## config.mk

```make
export PLATFORM = sky130hd
export DESIGN_NAME = husky_top
export DESIGN_NICKNAME = d
export VERILOG_FILES = /design/src/source/husky_pkg.sv /design/src/source/usb_reg_bus.sv /design/src/source/reg_target_ctrl.sv /design/src/source/capture_fifo.sv /design/src/source/status_led.sv /design/src/source/husky_top.sv
export VERILOG_INCLUDE_DIRS = /design/src /design/src/source
export SDC_FILE = /design/constraint.sdc
export NUM_CORES = 1
export LEC_CHECK = 0
export BUFFER_PORTS_ARGS = -buffer_cell sky130_fd_sc_hd__buf_2
export CAP_MARGIN = 10
export CORE_UTILIZATION = 50
export DETAILED_ROUTE_END_ITERATION = 10
export PLACE_DENSITY = 0.7
export SLEW_MARGIN = 20
export SYNTH_ARGS = -nofsm -noshare
export SYNTH_HDL_FRONTEND = slang
export SYNTH_SLANG_ARGS = --single-unit
```

## constraint.sdc

```tcl
create_clock -name clk_usb_buf -period 2.75 [get_ports clk_usb_buf]
set_input_delay 0.1375 -clock clk_usb_buf [delete_from_list [all_inputs] [get_ports clk_usb_buf]]
set_output_delay 0.1375 -clock clk_usb_buf [all_outputs]
set_load 0.005 [all_outputs]
```

## src/source/husky_config.svh

```systemverilog
`ifndef HUSKY_CONFIG_SVH
`define HUSKY_CONFIG_SVH

// Register map
`define REG_TARGET_CTRL     8'h20
`define REG_IO_CTRL         8'h21
`define REG_FIFO_CTRL       8'h30
`define REG_FIFO_STATUS     8'h31
`define REG_FIFO_DATA       8'h32

`define TC_AVRPROG          0
`define TC_NRST_EN          1
`define TC_NRST_VAL         2
`define TC_POWER_OFF        3

`define IO_PDID_EN          0
`define IO_PDID_VAL         1
`define IO_PDIC_EN          2
`define IO_PDIC_VAL         3

`define FC_SRC_LA           0   // Source select, reads back
`define FC_FLUSH            1   // Pulse, reads as 0
`define FC_CLR_ERR          2   // Pulse, reads as 0

`define FS_EMPTY            0
`define FS_FULL             1
`define FS_OVERFLOW         2
`define FS_UNDERFLOW        3

`define FIFO_DEPTH          16
`define FIFO_BYTES_PER_WORD 3
`define FLASH_DIV_BITS      4

`endif

```

## src/source/husky_pkg.sv

```systemverilog
package husky_pkg;

   typedef logic [7:0]  reg_addr_t;
   typedef logic [7:0]  reg_data_t;
   typedef logic [17:0] fifo_word_t;

   // Which producer owns the capture FIFO
   typedef enum logic {
      FIFO_SRC_TRACE = 1'b0,
      FIFO_SRC_LA    = 1'b1
   } fifo_src_e;

   // Register bus sequencer
   typedef enum logic [1:0] {
      BUS_IDLE      = 2'd0,
      BUS_WRITE     = 2'd1,
      BUS_READ_WAIT = 2'd2,
      BUS_READ_HOLD = 2'd3
   } bus_state_e;

endpackage

```

## src/source/usb_reg_bus.sv

```systemverilog
`timescale 1ns/1ps

module usb_reg_bus (
   input  logic                 clk_usb_buf,
   input  logic                 rst_i,
   input  husky_pkg::reg_addr_t usb_addr_i,
   input  husky_pkg::reg_data_t usb_data_i,
   input  logic                 usb_cen_i,
   input  logic                 usb_rdn_i,
   input  logic                 usb_wrn_i,
   output husky_pkg::reg_data_t usb_data_o,
   output logic                 usb_data_oe_o,
   output husky_pkg::reg_addr_t reg_addr_o,
   output husky_pkg::reg_data_t reg_wdata_o,
   output logic                 reg_read_o,
   output logic                 reg_write_o,
   input  husky_pkg::reg_data_t rdata_ctrl_i,
   input  husky_pkg::reg_data_t rdata_fifo_i
);
   import husky_pkg::*;

   logic [1:0] cen_sync_q;   // [1] is the synchronized level
   logic [1:0] rdn_sync_q;
   logic [1:0] wrn_sync_q;
   logic       rdn_prev_q;
   logic       wrn_prev_q;
   logic       read_dly_q;
   logic       cen_act;
   logic       rd_fall;
   logic       wr_fall;
   bus_state_e state_q;

   // Host strobes are idle high
   always_ff @(posedge clk_usb_buf) begin
      if (rst_i) begin
         cen_sync_q <= 2'b11;
         rdn_sync_q <= 2'b11;
         wrn_sync_q <= 2'b11;
         rdn_prev_q <= 1'b1;
         wrn_prev_q <= 1'b1;
      end else begin
         cen_sync_q <= {cen_sync_q[0], usb_cen_i};
         rdn_sync_q <= {rdn_sync_q[0], usb_rdn_i};
         wrn_sync_q <= {wrn_sync_q[0], usb_wrn_i};
         rdn_prev_q <= rdn_sync_q[1];
         wrn_prev_q <= wrn_sync_q[1];
      end
   end

   assign cen_act = ~cen_sync_q[1];
   assign rd_fall = rdn_prev_q & ~rdn_sync_q[1];
   assign wr_fall = wrn_prev_q & ~wrn_sync_q[1];

   always_ff @(posedge clk_usb_buf) begin
      if (rst_i) begin
         state_q       <= BUS_IDLE;
         reg_read_o    <= 1'b0;
         reg_write_o   <= 1'b0;
         read_dly_q    <= 1'b0;
         usb_data_oe_o <= 1'b0;
         usb_data_o    <= '0;
         reg_addr_o    <= '0;
         reg_wdata_o   <= '0;
      end else begin
         reg_read_o  <= 1'b0;        // Pulses last one cycle
         reg_write_o <= 1'b0;
         read_dly_q  <= reg_read_o;
         case (state_q)
            BUS_IDLE: begin
               if (cen_act && rd_fall) begin
                  reg_addr_o <= usb_addr_i;
                  reg_read_o <= 1'b1;
                  state_q    <= BUS_READ_WAIT;
               end else if (cen_act && wr_fall) begin
                  reg_addr_o  <= usb_addr_i;
                  reg_wdata_o <= usb_data_i;
                  reg_write_o <= 1'b1;
                  state_q     <= BUS_WRITE;
               end
            end
            BUS_WRITE: begin
               if (wrn_sync_q[1])
                  state_q <= BUS_IDLE;
            end
            // Blocks need a cycle after the pulse to load read registers
            BUS_READ_WAIT: begin
               if (read_dly_q) begin
                  usb_data_o    <= rdata_ctrl_i | rdata_fifo_i;
                  usb_data_oe_o <= 1'b1;
                  state_q       <= BUS_READ_HOLD;
               end
            end
            BUS_READ_HOLD: begin
               if (rdn_sync_q[0]) begin   // Synchronized rdn rises this edge
                  usb_data_oe_o <= 1'b0;
                  state_q       <= BUS_IDLE;
               end
            end
            default: state_q <= BUS_IDLE;
         endcase
      end
   end

endmodule

```

## src/source/reg_target_ctrl.sv

```systemverilog
`include "husky_config.svh"
`timescale 1ns/1ps

module reg_target_ctrl (
   input  logic                 clk_usb_buf,
   input  logic                 rst_i,
   input  husky_pkg::reg_addr_t reg_addr_i,
   input  husky_pkg::reg_data_t reg_wdata_i,
   input  logic                 reg_write_i,
   input  logic                 avr_nrst_i,
   input  logic                 sam_mosi_i,
   input  logic                 sam_spck_i,
   input  logic                 target_miso_i,
   output husky_pkg::reg_data_t rdata_o,
   output logic                 target_nrst_o,
   output logic                 target_nrst_oe_o,
   output logic                 target_mosi_o,
   output logic                 target_mosi_oe_o,
   output logic                 target_sck_o,
   output logic                 target_sck_oe_o,
   output logic                 target_pdid_o,
   output logic                 target_pdid_oe_o,
   output logic                 target_pdic_o,
   output logic                 target_pdic_oe_o,
   output logic                 sam_miso_o,
   output logic                 sam_miso_oe_o,
   output logic                 target_poweron_o
);

   logic [3:0] target_ctrl_q;
   logic [3:0] io_ctrl_q;
   logic       power_off;
   logic       avrprog;

   always_ff @(posedge clk_usb_buf) begin
      if (rst_i) begin
         target_ctrl_q <= 4'h0;
         io_ctrl_q     <= 4'h0;
      end else if (reg_write_i) begin
         if (reg_addr_i == `REG_TARGET_CTRL)
            target_ctrl_q <= reg_wdata_i[3:0];
         if (reg_addr_i == `REG_IO_CTRL)
            io_ctrl_q <= reg_wdata_i[3:0];
      end
   end

   always_comb begin
      case (reg_addr_i)
         `REG_TARGET_CTRL: rdata_o = {4'h0, target_ctrl_q};
         `REG_IO_CTRL:     rdata_o = {4'h0, io_ctrl_q};
         default:          rdata_o = 8'h00;
      endcase
   end

   assign power_off        = target_ctrl_q[`TC_POWER_OFF];
   assign avrprog          = target_ctrl_q[`TC_AVRPROG];
   assign target_poweron_o = ~power_off;

   // AVR programming owns nRST ahead of the manual setting
   assign target_nrst_oe_o = ~power_off & (avrprog | target_ctrl_q[`TC_NRST_EN]);
   assign target_nrst_o    = target_nrst_oe_o &
                             (avrprog ? avr_nrst_i : target_ctrl_q[`TC_NRST_VAL]);

   assign target_mosi_oe_o = ~power_off & avrprog;
   assign target_mosi_o    = target_mosi_oe_o & sam_mosi_i;
   assign target_sck_oe_o  = ~power_off & avrprog;
   assign target_sck_o     = target_sck_oe_o & sam_spck_i;

   assign target_pdid_oe_o = ~power_off & io_ctrl_q[`IO_PDID_EN];
   assign target_pdid_o    = target_pdid_oe_o & io_ctrl_q[`IO_PDID_VAL];
   assign target_pdic_oe_o = ~power_off & io_ctrl_q[`IO_PDIC_EN];
   assign target_pdic_o    = target_pdic_oe_o & io_ctrl_q[`IO_PDIC_VAL];

   // MISO goes back to the SAM even with target power off
   assign sam_miso_oe_o = avrprog;
   assign sam_miso_o    = avrprog & target_miso_i;

endmodule

```

## src/source/capture_fifo.sv

```systemverilog
`include "husky_config.svh"
`timescale 1ns/1ps

module capture_fifo (
   input  logic                  clk_usb_buf,
   input  logic                  rst_i,
   input  husky_pkg::reg_addr_t  reg_addr_i,
   input  husky_pkg::reg_data_t  reg_wdata_i,
   input  logic                  reg_read_i,
   input  logic                  reg_write_i,
   input  logic                  trace_wr_i,
   input  husky_pkg::fifo_word_t trace_data_i,
   input  logic                  la_wr_i,
   input  husky_pkg::fifo_word_t la_data_i,
   output husky_pkg::reg_data_t  rdata_o,
   output logic                  fifo_error_o
);
   import husky_pkg::*;

   localparam int DEPTH = `FIFO_DEPTH;
   localparam int PTR_W = $clog2(DEPTH);

   fifo_word_t       mem [DEPTH];
   fifo_src_e        src_q;
   logic [PTR_W-1:0] wr_ptr_q;
   logic [PTR_W-1:0] rd_ptr_q;
   logic [PTR_W:0]   count_q;
   logic [1:0]       byte_idx_q;
   reg_data_t        rd_byte_q;     // Presented on REG_FIFO_DATA
   logic             overflow_q;
   logic             underflow_q;
   logic             empty;
   logic             full;
   logic             sel_wr;
   fifo_word_t       sel_data;
   logic             push;
   logic             pop;
   logic             data_rd;
   logic             ctrl_wr;
   fifo_word_t       head_word;
   reg_data_t        head_byte;

   assign empty    = (count_q == '0);
   assign full     = (count_q == (PTR_W+1)'(DEPTH));
   assign sel_wr   = (src_q == FIFO_SRC_LA) ? la_wr_i : trace_wr_i;
   assign sel_data = (src_q == FIFO_SRC_LA) ? la_data_i : trace_data_i;
   assign push     = sel_wr & ~full;   // Writes to a full FIFO are dropped
   assign data_rd  = reg_read_i && (reg_addr_i == `REG_FIFO_DATA);
   assign ctrl_wr  = reg_write_i && (reg_addr_i == `REG_FIFO_CTRL);
   assign pop      = data_rd & ~empty &
                     (byte_idx_q == 2'(`FIFO_BYTES_PER_WORD - 1));

   assign head_word = mem[rd_ptr_q];

   always_comb begin
      case (byte_idx_q)
         2'd0:    head_byte = head_word[7:0];
         2'd1:    head_byte = head_word[15:8];
         default: head_byte = {6'b0, head_word[17:16]};
      endcase
   end

   always_ff @(posedge clk_usb_buf) begin
      if (push)
         mem[wr_ptr_q] <= sel_data;
   end

   always_ff @(posedge clk_usb_buf) begin
      if (rst_i)
         rd_byte_q <= 8'h00;
      else if (data_rd)
         rd_byte_q <= empty ? 8'h00 : head_byte;
   end

   always_ff @(posedge clk_usb_buf) begin
      if (rst_i) begin
         src_q       <= FIFO_SRC_TRACE;
         wr_ptr_q    <= '0;
         rd_ptr_q    <= '0;
         count_q     <= '0;
         byte_idx_q  <= 2'd0;
         overflow_q  <= 1'b0;
         underflow_q <= 1'b0;
      end else begin
         if (ctrl_wr)
            src_q <= fifo_src_e'(reg_wdata_i[`FC_SRC_LA]);

         if (ctrl_wr && reg_wdata_i[`FC_FLUSH]) begin
            wr_ptr_q   <= '0;
            rd_ptr_q   <= '0;
            count_q    <= '0;
            byte_idx_q <= 2'd0;
         end else begin
            if (push)
               wr_ptr_q <= wr_ptr_q + 1'b1;
            if (pop)
               rd_ptr_q <= rd_ptr_q + 1'b1;
            if (push && !pop)
               count_q <= count_q + 1'b1;
            else if (pop && !push)
               count_q <= count_q - 1'b1;
            if (data_rd && !empty)
               byte_idx_q <= pop ? 2'd0 : byte_idx_q + 2'd1;
         end

         if (ctrl_wr && reg_wdata_i[`FC_CLR_ERR]) begin
            overflow_q  <= 1'b0;
            underflow_q <= 1'b0;
         end
         if (sel_wr && full)
            overflow_q <= 1'b1;    // A new error wins over a clear
         if (data_rd && empty)
            underflow_q <= 1'b1;
      end
   end

   always_comb begin
      rdata_o = 8'h00;
      case (reg_addr_i)
         `REG_FIFO_CTRL: rdata_o[`FC_SRC_LA] = (src_q == FIFO_SRC_LA);
         `REG_FIFO_STATUS: begin
            rdata_o[`FS_EMPTY]     = empty;
            rdata_o[`FS_FULL]      = full;
            rdata_o[`FS_OVERFLOW]  = overflow_q;
            rdata_o[`FS_UNDERFLOW] = underflow_q;
         end
         `REG_FIFO_DATA: rdata_o = rd_byte_q;
         default: rdata_o = 8'h00;
      endcase
   end

   assign fifo_error_o = overflow_q | underflow_q;

endmodule

```

## src/source/status_led.sv

```systemverilog
`include "husky_config.svh"
`timescale 1ns/1ps

module status_led (
   input  logic clk_usb_buf,
   input  logic rst_i,
   input  logic error_i,
   input  logic pll_status_i,
   output logic led_adc_o
);

   // Top bit toggles every 2**FLASH_DIV_BITS cycles
   logic [`FLASH_DIV_BITS:0] flash_cnt_q;
   logic                     flash_pattern;

   always_ff @(posedge clk_usb_buf) begin
      if (rst_i) begin
         flash_cnt_q <= '0;
      end else begin
         flash_cnt_q <= flash_cnt_q + 1'b1;
      end
   end

   assign flash_pattern = flash_cnt_q[`FLASH_DIV_BITS];

   // Fast flash on an internal error, PLL lock otherwise
   assign led_adc_o = error_i ? flash_pattern : ~pll_status_i;

endmodule

```

## src/source/husky_top.sv

```systemverilog
`timescale 1ns/1ps

module husky_top (
   input  logic                  clk_usb_buf,
   input  logic                  rst_i,
   input  husky_pkg::reg_addr_t  usb_addr_i,
   input  husky_pkg::reg_data_t  usb_data_i,
   input  logic                  usb_cen_i,
   input  logic                  usb_rdn_i,
   input  logic                  usb_wrn_i,
   output husky_pkg::reg_data_t  usb_data_o,
   output logic                  usb_data_oe_o,
   input  logic                  avr_nrst_i,
   input  logic                  sam_mosi_i,
   input  logic                  sam_spck_i,
   input  logic                  target_miso_i,
   output logic                  target_nrst_o,
   output logic                  target_nrst_oe_o,
   output logic                  target_mosi_o,
   output logic                  target_mosi_oe_o,
   output logic                  target_sck_o,
   output logic                  target_sck_oe_o,
   output logic                  target_pdid_o,
   output logic                  target_pdid_oe_o,
   output logic                  target_pdic_o,
   output logic                  target_pdic_oe_o,
   output logic                  sam_miso_o,
   output logic                  sam_miso_oe_o,
   output logic                  target_poweron_o,
   input  logic                  trace_wr_i,
   input  husky_pkg::fifo_word_t trace_data_i,
   input  logic                  la_wr_i,
   input  husky_pkg::fifo_word_t la_data_i,
   input  logic                  pll_status_i,
   output logic                  led_adc_o
);
   import husky_pkg::*;

   reg_addr_t reg_addr;
   reg_data_t reg_wdata;
   logic      reg_read;
   logic      reg_write;
   reg_data_t rdata_ctrl;
   reg_data_t rdata_fifo;
   logic      fifo_error;

   usb_reg_bus u_bus (
      .clk_usb_buf   (clk_usb_buf),
      .rst_i         (rst_i),
      .usb_addr_i    (usb_addr_i),
      .usb_data_i    (usb_data_i),
      .usb_cen_i     (usb_cen_i),
      .usb_rdn_i     (usb_rdn_i),
      .usb_wrn_i     (usb_wrn_i),
      .usb_data_o    (usb_data_o),
      .usb_data_oe_o (usb_data_oe_o),
      .reg_addr_o    (reg_addr),
      .reg_wdata_o   (reg_wdata),
      .reg_read_o    (reg_read),
      .reg_write_o   (reg_write),
      .rdata_ctrl_i  (rdata_ctrl),
      .rdata_fifo_i  (rdata_fifo)
   );

   reg_target_ctrl u_target (
      .clk_usb_buf      (clk_usb_buf),
      .rst_i            (rst_i),
      .reg_addr_i       (reg_addr),
      .reg_wdata_i      (reg_wdata),
      .reg_write_i      (reg_write),
      .avr_nrst_i       (avr_nrst_i),
      .sam_mosi_i       (sam_mosi_i),
      .sam_spck_i       (sam_spck_i),
      .target_miso_i    (target_miso_i),
      .rdata_o          (rdata_ctrl),
      .target_nrst_o    (target_nrst_o),
      .target_nrst_oe_o (target_nrst_oe_o),
      .target_mosi_o    (target_mosi_o),
      .target_mosi_oe_o (target_mosi_oe_o),
      .target_sck_o     (target_sck_o),
      .target_sck_oe_o  (target_sck_oe_o),
      .target_pdid_o    (target_pdid_o),
      .target_pdid_oe_o (target_pdid_oe_o),
      .target_pdic_o    (target_pdic_o),
      .target_pdic_oe_o (target_pdic_oe_o),
      .sam_miso_o       (sam_miso_o),
      .sam_miso_oe_o    (sam_miso_oe_o),
      .target_poweron_o (target_poweron_o)
   );

   // Shared by trace and LA producers
   capture_fifo u_fifo (
      .clk_usb_buf  (clk_usb_buf),
      .rst_i        (rst_i),
      .reg_addr_i   (reg_addr),
      .reg_wdata_i  (reg_wdata),
      .reg_read_i   (reg_read),
      .reg_write_i  (reg_write),
      .trace_wr_i   (trace_wr_i),
      .trace_data_i (trace_data_i),
      .la_wr_i      (la_wr_i),
      .la_data_i    (la_data_i),
      .rdata_o      (rdata_fifo),
      .fifo_error_o (fifo_error)
   );

   status_led u_led (
      .clk_usb_buf  (clk_usb_buf),
      .rst_i        (rst_i),
      .error_i      (fifo_error),
      .pll_status_i (pll_status_i),
      .led_adc_o    (led_adc_o)
   );

endmodule

```

Yosys cells after proc, flatten, opt, wreduce, memory -nomap -nowiden
Memory sizes are Yosys's and may differ from the RTL's. A register that Yosys moved wholly into a read port is not among the register bits.
Cells that the tools add are included.
Word-level totals
  register bits after elaboration: 73
  bits in writable memories: 288
  input bits: 64
  output and inout bits: 23
  logic and storage cells: 138
  memories: 1
Memory list
  u_fifo.mem: depth 16, width 18, read ports 1, clocked after memory_dff 1, wr ports 1, line capture_fifo.sv:23  | fifo_word_t mem [DEPTH];
Cells by class
  add/subtract/negate cells: 6
  eq/ne operators: 15
  multiplexer cells: 33
  bitwise gates (word level): 27
  reductions and logical operators: 32
Operators with widths (count)
  $eq 8x6->1 const B: 5
  $mux 8: 3
  $mux 18: 1
  $pmux 8 s2: 1
  $and 1x1->1: 15
  $mux 1: 12
  $mux 2: 6
  $mux 4: 3
  $logic_and 1x1->1: 11
  $add 5x1->5 const B: 2
  $mux 5: 2
  $reduce_bool 2->1: 5
  $not 1->1: 9
  $add 4x1->4 const B: 2
  $or 8x8->8: 1
  $pmux 2 s4: 1
  $pmux 4 s2: 1
  $reduce_and 2->1: 4
  $eq 2x2->1 const B: 3
  $ne 2x1->1 const B: 3
  $pmux 3 s2: 1
  $reduce_and 3->1: 2
  $eq 5x5->1 const B: 1
  $logic_not 5->1: 1
  12 further kinds: 18

Longest topological paths before layout
  word-level depth: 7
  mapped depth: 15
  gate-level depth less buffers: 13

Cells and area by module
A second synthesis with hierarchy kept.
Unflattened totals
  cell total of the unflattened synthesis: 921
  area, all modules: 15015.7 µm²
By module, submodules not included
  capture_fifo: times used 1, cells each 691, area an instance 12749.7 µm², sequential area each 9248.9 µm²
  usb_reg_bus: times used 1, cells each 148, area an instance 1495.2 µm², sequential area each 760.7 µm²
  reg_target_ctrl: times used 1, cells each 62, area an instance 561.8 µm², sequential area each 160.2 µm²
  status_led: times used 1, cells each 20, area an instance 209.0 µm², sequential area each 100.1 µm²

Worst setup path before layout
No wires, ideal clock.
  kind: register to register
  start point: register u_bus.reg_addr_o[4]
  end point: register u_fifo.count_q[4]
  arrival time: 2.878 ns
  slack: -0.247 ns
  stages on the path, launching flop included: 16
  path buffers: 2
  period minus slack after synthesis: 2.997 ns
  cells stage by stage: dfxtp_1 -> buf_2 -> nor2b_2 -> and4bb_2 -> buf_2 -> and3b_1 -> nand3b_1 -> ha_1 -> inv_1 -> ha_1 -> nor2b_1 -> o21a_1 -> or3_1 -> a21oi_1 -> xnor2_1 -> nor2_1
Between the ends
  word-level cells in the longest chain between the ends: 7
  elaborated cells between the ends (all ways): 13
  those cells by class: eq/ne (2); mux (1); bitwise (2); reduce/logical (8)
RTL lines
  from (decl): line usb_reg_bus.sv:13  | output husky_pkg::reg_addr_t reg_addr_o,
  from (signal assigned): line usb_reg_bus.sv:71  | reg_addr_o <= usb_addr_i;
  from (signal assigned): line usb_reg_bus.sv:75  | reg_addr_o <= usb_addr_i;
  $eq 8x6->1 (no line)
  $logic_and 1x1->1: line capture_fifo.sv:48  | assign data_rd = reg_read_i && (reg_addr_i == `REG_FIFO_DATA);
  $and 1x1->1 (2 in a row): line capture_fifo.sv:50  | assign pop = data_rd & ~empty &
  $logic_not 1->1: line capture_fifo.sv:98  | if (push && !pop)
  $logic_and 1x1->1: line capture_fifo.sv:98
  $mux 5 / $reduce_bool 2->1 (equally long branches)
  to (signal assigned): line capture_fifo.sv:99  | count_q <= count_q + 1'b1;
  to (signal assigned): line capture_fifo.sv:101  | count_q <= count_q - 1'b1;
  to (decl): line capture_fifo.sv:27  | logic [PTR_W:0] count_q;
Parallel ways exist; a longest one is shown, timed or not.
A chain may end at the register's enable or synchronous reset.

Worst setup path in the final report
  start point: register u_fifo.count_q[3]
  end point: register u_fifo.count_q[4]
Between the ends
  word-level cells in the longest chain between the ends: 7
  elaborated cells between the ends (all ways): 16
  those cells by class: add/sub (2); eq/ne (1); mux (2); bitwise (5); reduce/logical (6)
RTL lines
  parallel branches: the longest is 7 deep, another holds $sub 5x1->5
Parallel ways; which one is timed is not known. The select of a mux whose other input is x is not followed.

==> flow_metrics.env <==
export IMPL_vdd_drop_max_mv=0.5561
export IMPL_drive_above_1_share_pct=30.07
export IMPL_numPortBuffers=82
export IMPL_cts_root_buf="clkbuf_16"
export IMPL_yosysWarnings=0
export IMPL_arrival_ns=3.09
export IMPL_grt_start_max_net_pins=37
export IMPL_regArea_um2=10200
export IMPL_async_reset_ff_share_pct=0
export IMPL_ys_seq_elements=365
export IMPL_antenna_found_initial=0
export IMPL_insertion_delay_ns=0.52
export IMPL_dp_cells=1355
export IMPL_routedWlPerCell_um=21.28
export IMPL_grtUsageTotal_pct=20.79
export IMPL_crit_path_max_incr_delay_ns=0.34
export IMPL_hold_depth=2
export IMPL_htreeDepth=2
export IMPL_synth_seq_area_share_pct=69.62
export IMPL_total_power_mw=11.63
export IMPL_crit_type="reg -> reg"
export IMPL_cpMostUsedCell="buf_4"
export IMPL_rrSetupSlack_ns=0.04
export IMPL_dp_hpwl_um=19190
export IMPL_core_um2=28780
export IMPL_die_height_um=173.1
export IMPL_yosysUniqueCellTypes=54
export IMPL_placementRows=62
export IMPL_pre_cts_ws_ns=0.01130
export IMPL_synthFlopType="edfxtp_1"
export IMPL_syn_inst=880
export IMPL_maxSlewHeadroom_pct=56.89
export IMPL_multi_input_area_um2=4209
export IMPL_cts_made_buffers=37
export IMPL_first_global_vias=8077
export IMPL_critPathLaunchType="flop"
export IMPL_crit_slowest_cell="dfxtp_2"
export IMPL_hold_violations=0
export IMPL_fill_cells=2117
export IMPL_via_per_inst=5.669
export IMPL_synth_edf_count=288
export IMPL_hold_start="rst_i"
export IMPL_die_x_um=173.1
export IMPL_worst_setup_path_end_kind="flop"
export IMPL_gp_congestion=0.8072
export IMPL_n_antenna_cell=0
export IMPL_areaGrowthSynthToFinish_pct=17.14
export IMPL_timing_rr_start="u_fifo.count_q[3]"
export IMPL_worstPathRequired_ns=3.13
export IMPL_io_pins=87
export IMPL_crit_fanout=3
export IMPL_clkTransAtPathRegs_ns=0.06
export IMPL_setup_ws_ns=0.03928
export IMPL_vias=8135
export IMPL_grt_pass1_wl_um=47260
export IMPL_finClkSkew_ns=0.01792
export IMPL_hold_worst_slack_ns=0.008233
export IMPL_fmax_mhz=368.9
export IMPL_dr_first_iter_drc_count=856
export IMPL_synth_avg_cell_area_um2=16.63
export IMPL_leakage_nw=5.851
export IMPL_drv_slew=0
export IMPL_routed_wirelength_um=30540
export IMPL_fin_cells=1435
export IMPL_r2r_cells=14
export IMPL_worstReg2RegEnd="u_fifo.count_q[4]"
export IMPL_fin_nets=1103
export IMPL_ant_nets=0
export IMPL_drc=0
export IMPL_cts_buffer_depth=3
export IMPL_synth_nets=956
export IMPL_globalRouteOverflowTotal=0
export IMPL_min_path_type="in -> reg"
export IMPL_power_density_nw_per_um2=678.2
export IMPL_cap_violations=0
export IMPL_cts_tree="yes"
export IMPL_status="finished, final reports clean"
export IMPL_crit_chain="nor4_4 > and2b_1 > and3b_2 > nand3b_1 > ha_2 > buf_4 > buf_4 > fa_2 > nor2b_1 > o21a_1 > or3_1 > a21oi_2 > xnor2_1 > nor2_1"
export IMPL_period_share_pct=98.57
export IMPL_syn_area_um2=14640
export IMPL_rsz0062_at_grt="yes"
export IMPL_clock_sinks=365
export IMPL_finalCriticalPeriod_ns=2.711
export IMPL_die_area_um2=29960
export IMPL_first_pass_iters=4
export IMPL_setup_viol=0
export IMPL_hold_end="u_led.flash_cnt_q[0]"
export IMPL_worstMarginPinSlew_ns=0.6442
export IMPL_start_util_pct=50.85
## cell families (layout without fill, tap and decap cells)
kind of cell	after synthesis	after routing	synth area share, %
buffers and inverters	56	227	2.240
AND/OR/NAND/NOR	207	207	6.908
AO/OA/AOI/OAI	84	84	3.856
XOR/XNOR	13	13	0.7780
multiplexers	143	143	15.52
flip-flops	365	365	69.62
adder cells (fa/ha/maj)	12	12	1.077
## area by class of cell
class                   count  area share, %
flip-flops and latches    365          59.50
repair buffers            156          6.510
multi-input cells         459          24.55
clock inverters            14         0.7444
inverters                   8         0.1752
clock buffers              49          5.722
well taps                 384          2.803
## timing repair
action                                  4_1_cts  5_1_grt
resized for setup                             0        4
hold buffers                                 15        0
pin swaps                                     0        6
endpoints found under the setup margin        1        1
hold endpoints to repair                     15        0
setup buffers                                 1        1
gates cloned                                  0        0
## Yosys cell counts, drive strengths merged, types with 10 or more instances
cell type	instances	area share, %
edfxtp	288	59
nor2	80	2.1
dfxtp	77	11
mux4	64	9.9
mux2i	57	3.9
nand2	39	1.0
buf	35	1.7
a21oi	31	1.1
nor2b	23	1.0
mux2	22	1.7
a211oi	13	0.70
clkbuf	13	0.33
nand3	13	0.44
ha	11	0.94
nor3	11	0.41
or2	10	0.43
## stage by stage
step                util [%]  setup TNS (ns)  cell area [um2]
floorplan                  -        -0.01503            14670
global placement       55.07               0            15850
detailed placement     55.07               0            15850
CTS                    59.47               0            17120
global route           59.57         -0.1357            17140
finish                 59.57               0            17140
## cell usage in the layout, fill, tap and decap left out, drive strengths merged, types with 2 or more instances in the layout
| cell | count |
|---|---|
| dfxtp | 77 |
| mux4 | 64 |
| a22o | 6 |
| xor2 | 8 |
| edfxtp | 288 |
| clkbuf | 49 |
| dlygate4sd3 | 15 |
| a32oi | 2 |
| buf | 141 |
| inv | 12 |
| and2 | 7 |
| nand3b | 4 |
| nor3 | 11 |
| a221oi | 6 |
| nor2 | 80 |
| nor4 | 2 |
| ha | 11 |
| clkinv | 7 |
| nand3 | 13 |
| a22oi | 7 |
| xnor2 | 5 |
| mux2 | 22 |
| nand2 | 39 |
| mux2i | 57 |
| a31oi | 2 |
| or2 | 10 |
| o2111ai | 4 |
| nand2b | 6 |
| o221ai | 2 |
| nand4 | 4 |
| bufinv | 2 |
| nor2b | 23 |
| a21oi | 31 |
| o21ai | 8 |
| a211oi | 13 |
## power breakdown
part           internal (mW)  switching, mW
Combinational          0.350          0.434
Clock                   2.70           1.97
Sequential              6.11         0.0678
Total                   9.16           2.47
## critical path: cells and delay by family (launching register included)
family          cells  cell delay (ns)
flops               1             0.34
simple gates        7             1.17
compound gates      2             0.32
buf+inv             2             0.21
fa+ha+maj           2             0.40
xor+xnor            1             0.13
## per-layer routing
| metal | vias up | track usage, % | share of wire, % |
|---|---|---|---|
| met5 | - | 0 | 0 |
| met4 | 0 | 5.568 | 1.8 |
| met3 | 43 | 3.386 | 6.1 |
| met2 | 308 | 33.30 | 48 |
| met1 | 4085 | 29.78 | 45 |
| li1 | 3699 | - | - |
## registers in the layout, indices dropped and copies added (netlist names), 2 cells and up, named ones only
register / count
u_bus.cen_sync_q: 2
u_fifo.wr_ptr_q: 4
u_bus.reg_wdata_o: 4
u_bus.state_q: 2
u_bus.rdn_sync_q: 2
u_bus.reg_addr_o: 8
u_fifo.byte_idx_q: 2
u_led.flash_cnt_q: 5
u_fifo.rd_ptr_q: 4
u_fifo.count_q: 5
u_bus.usb_data_o: 8
u_fifo.mem: 288
u_bus.wrn_sync_q: 2
u_fifo.rd_byte_q: 8
u_target.io_ctrl_q: 4
u_target.target_ctrl_q: 4
## worst max-delay path by stage
stage | from | end | slack (ns)
global placement | u_bus.reg_addr_o[7] | u_fifo.count_q[4] | 0.05
floorplan | u_bus.reg_addr_o[4] | u_fifo.count_q[4] | -0.02
CTS | u_bus.reg_addr_o[7] | u_fifo.count_q[4] | 0.02
detailed placement | u_fifo.count_q[3] | u_fifo.count_q[4] | 0.01
global route | u_fifo.count_q[3] | u_fifo.count_q[4] | -0.14
finish | u_fifo.count_q[3] | u_fifo.count_q[4] | 0.04
Note: power is estimated with default switching activity, not from simulation.
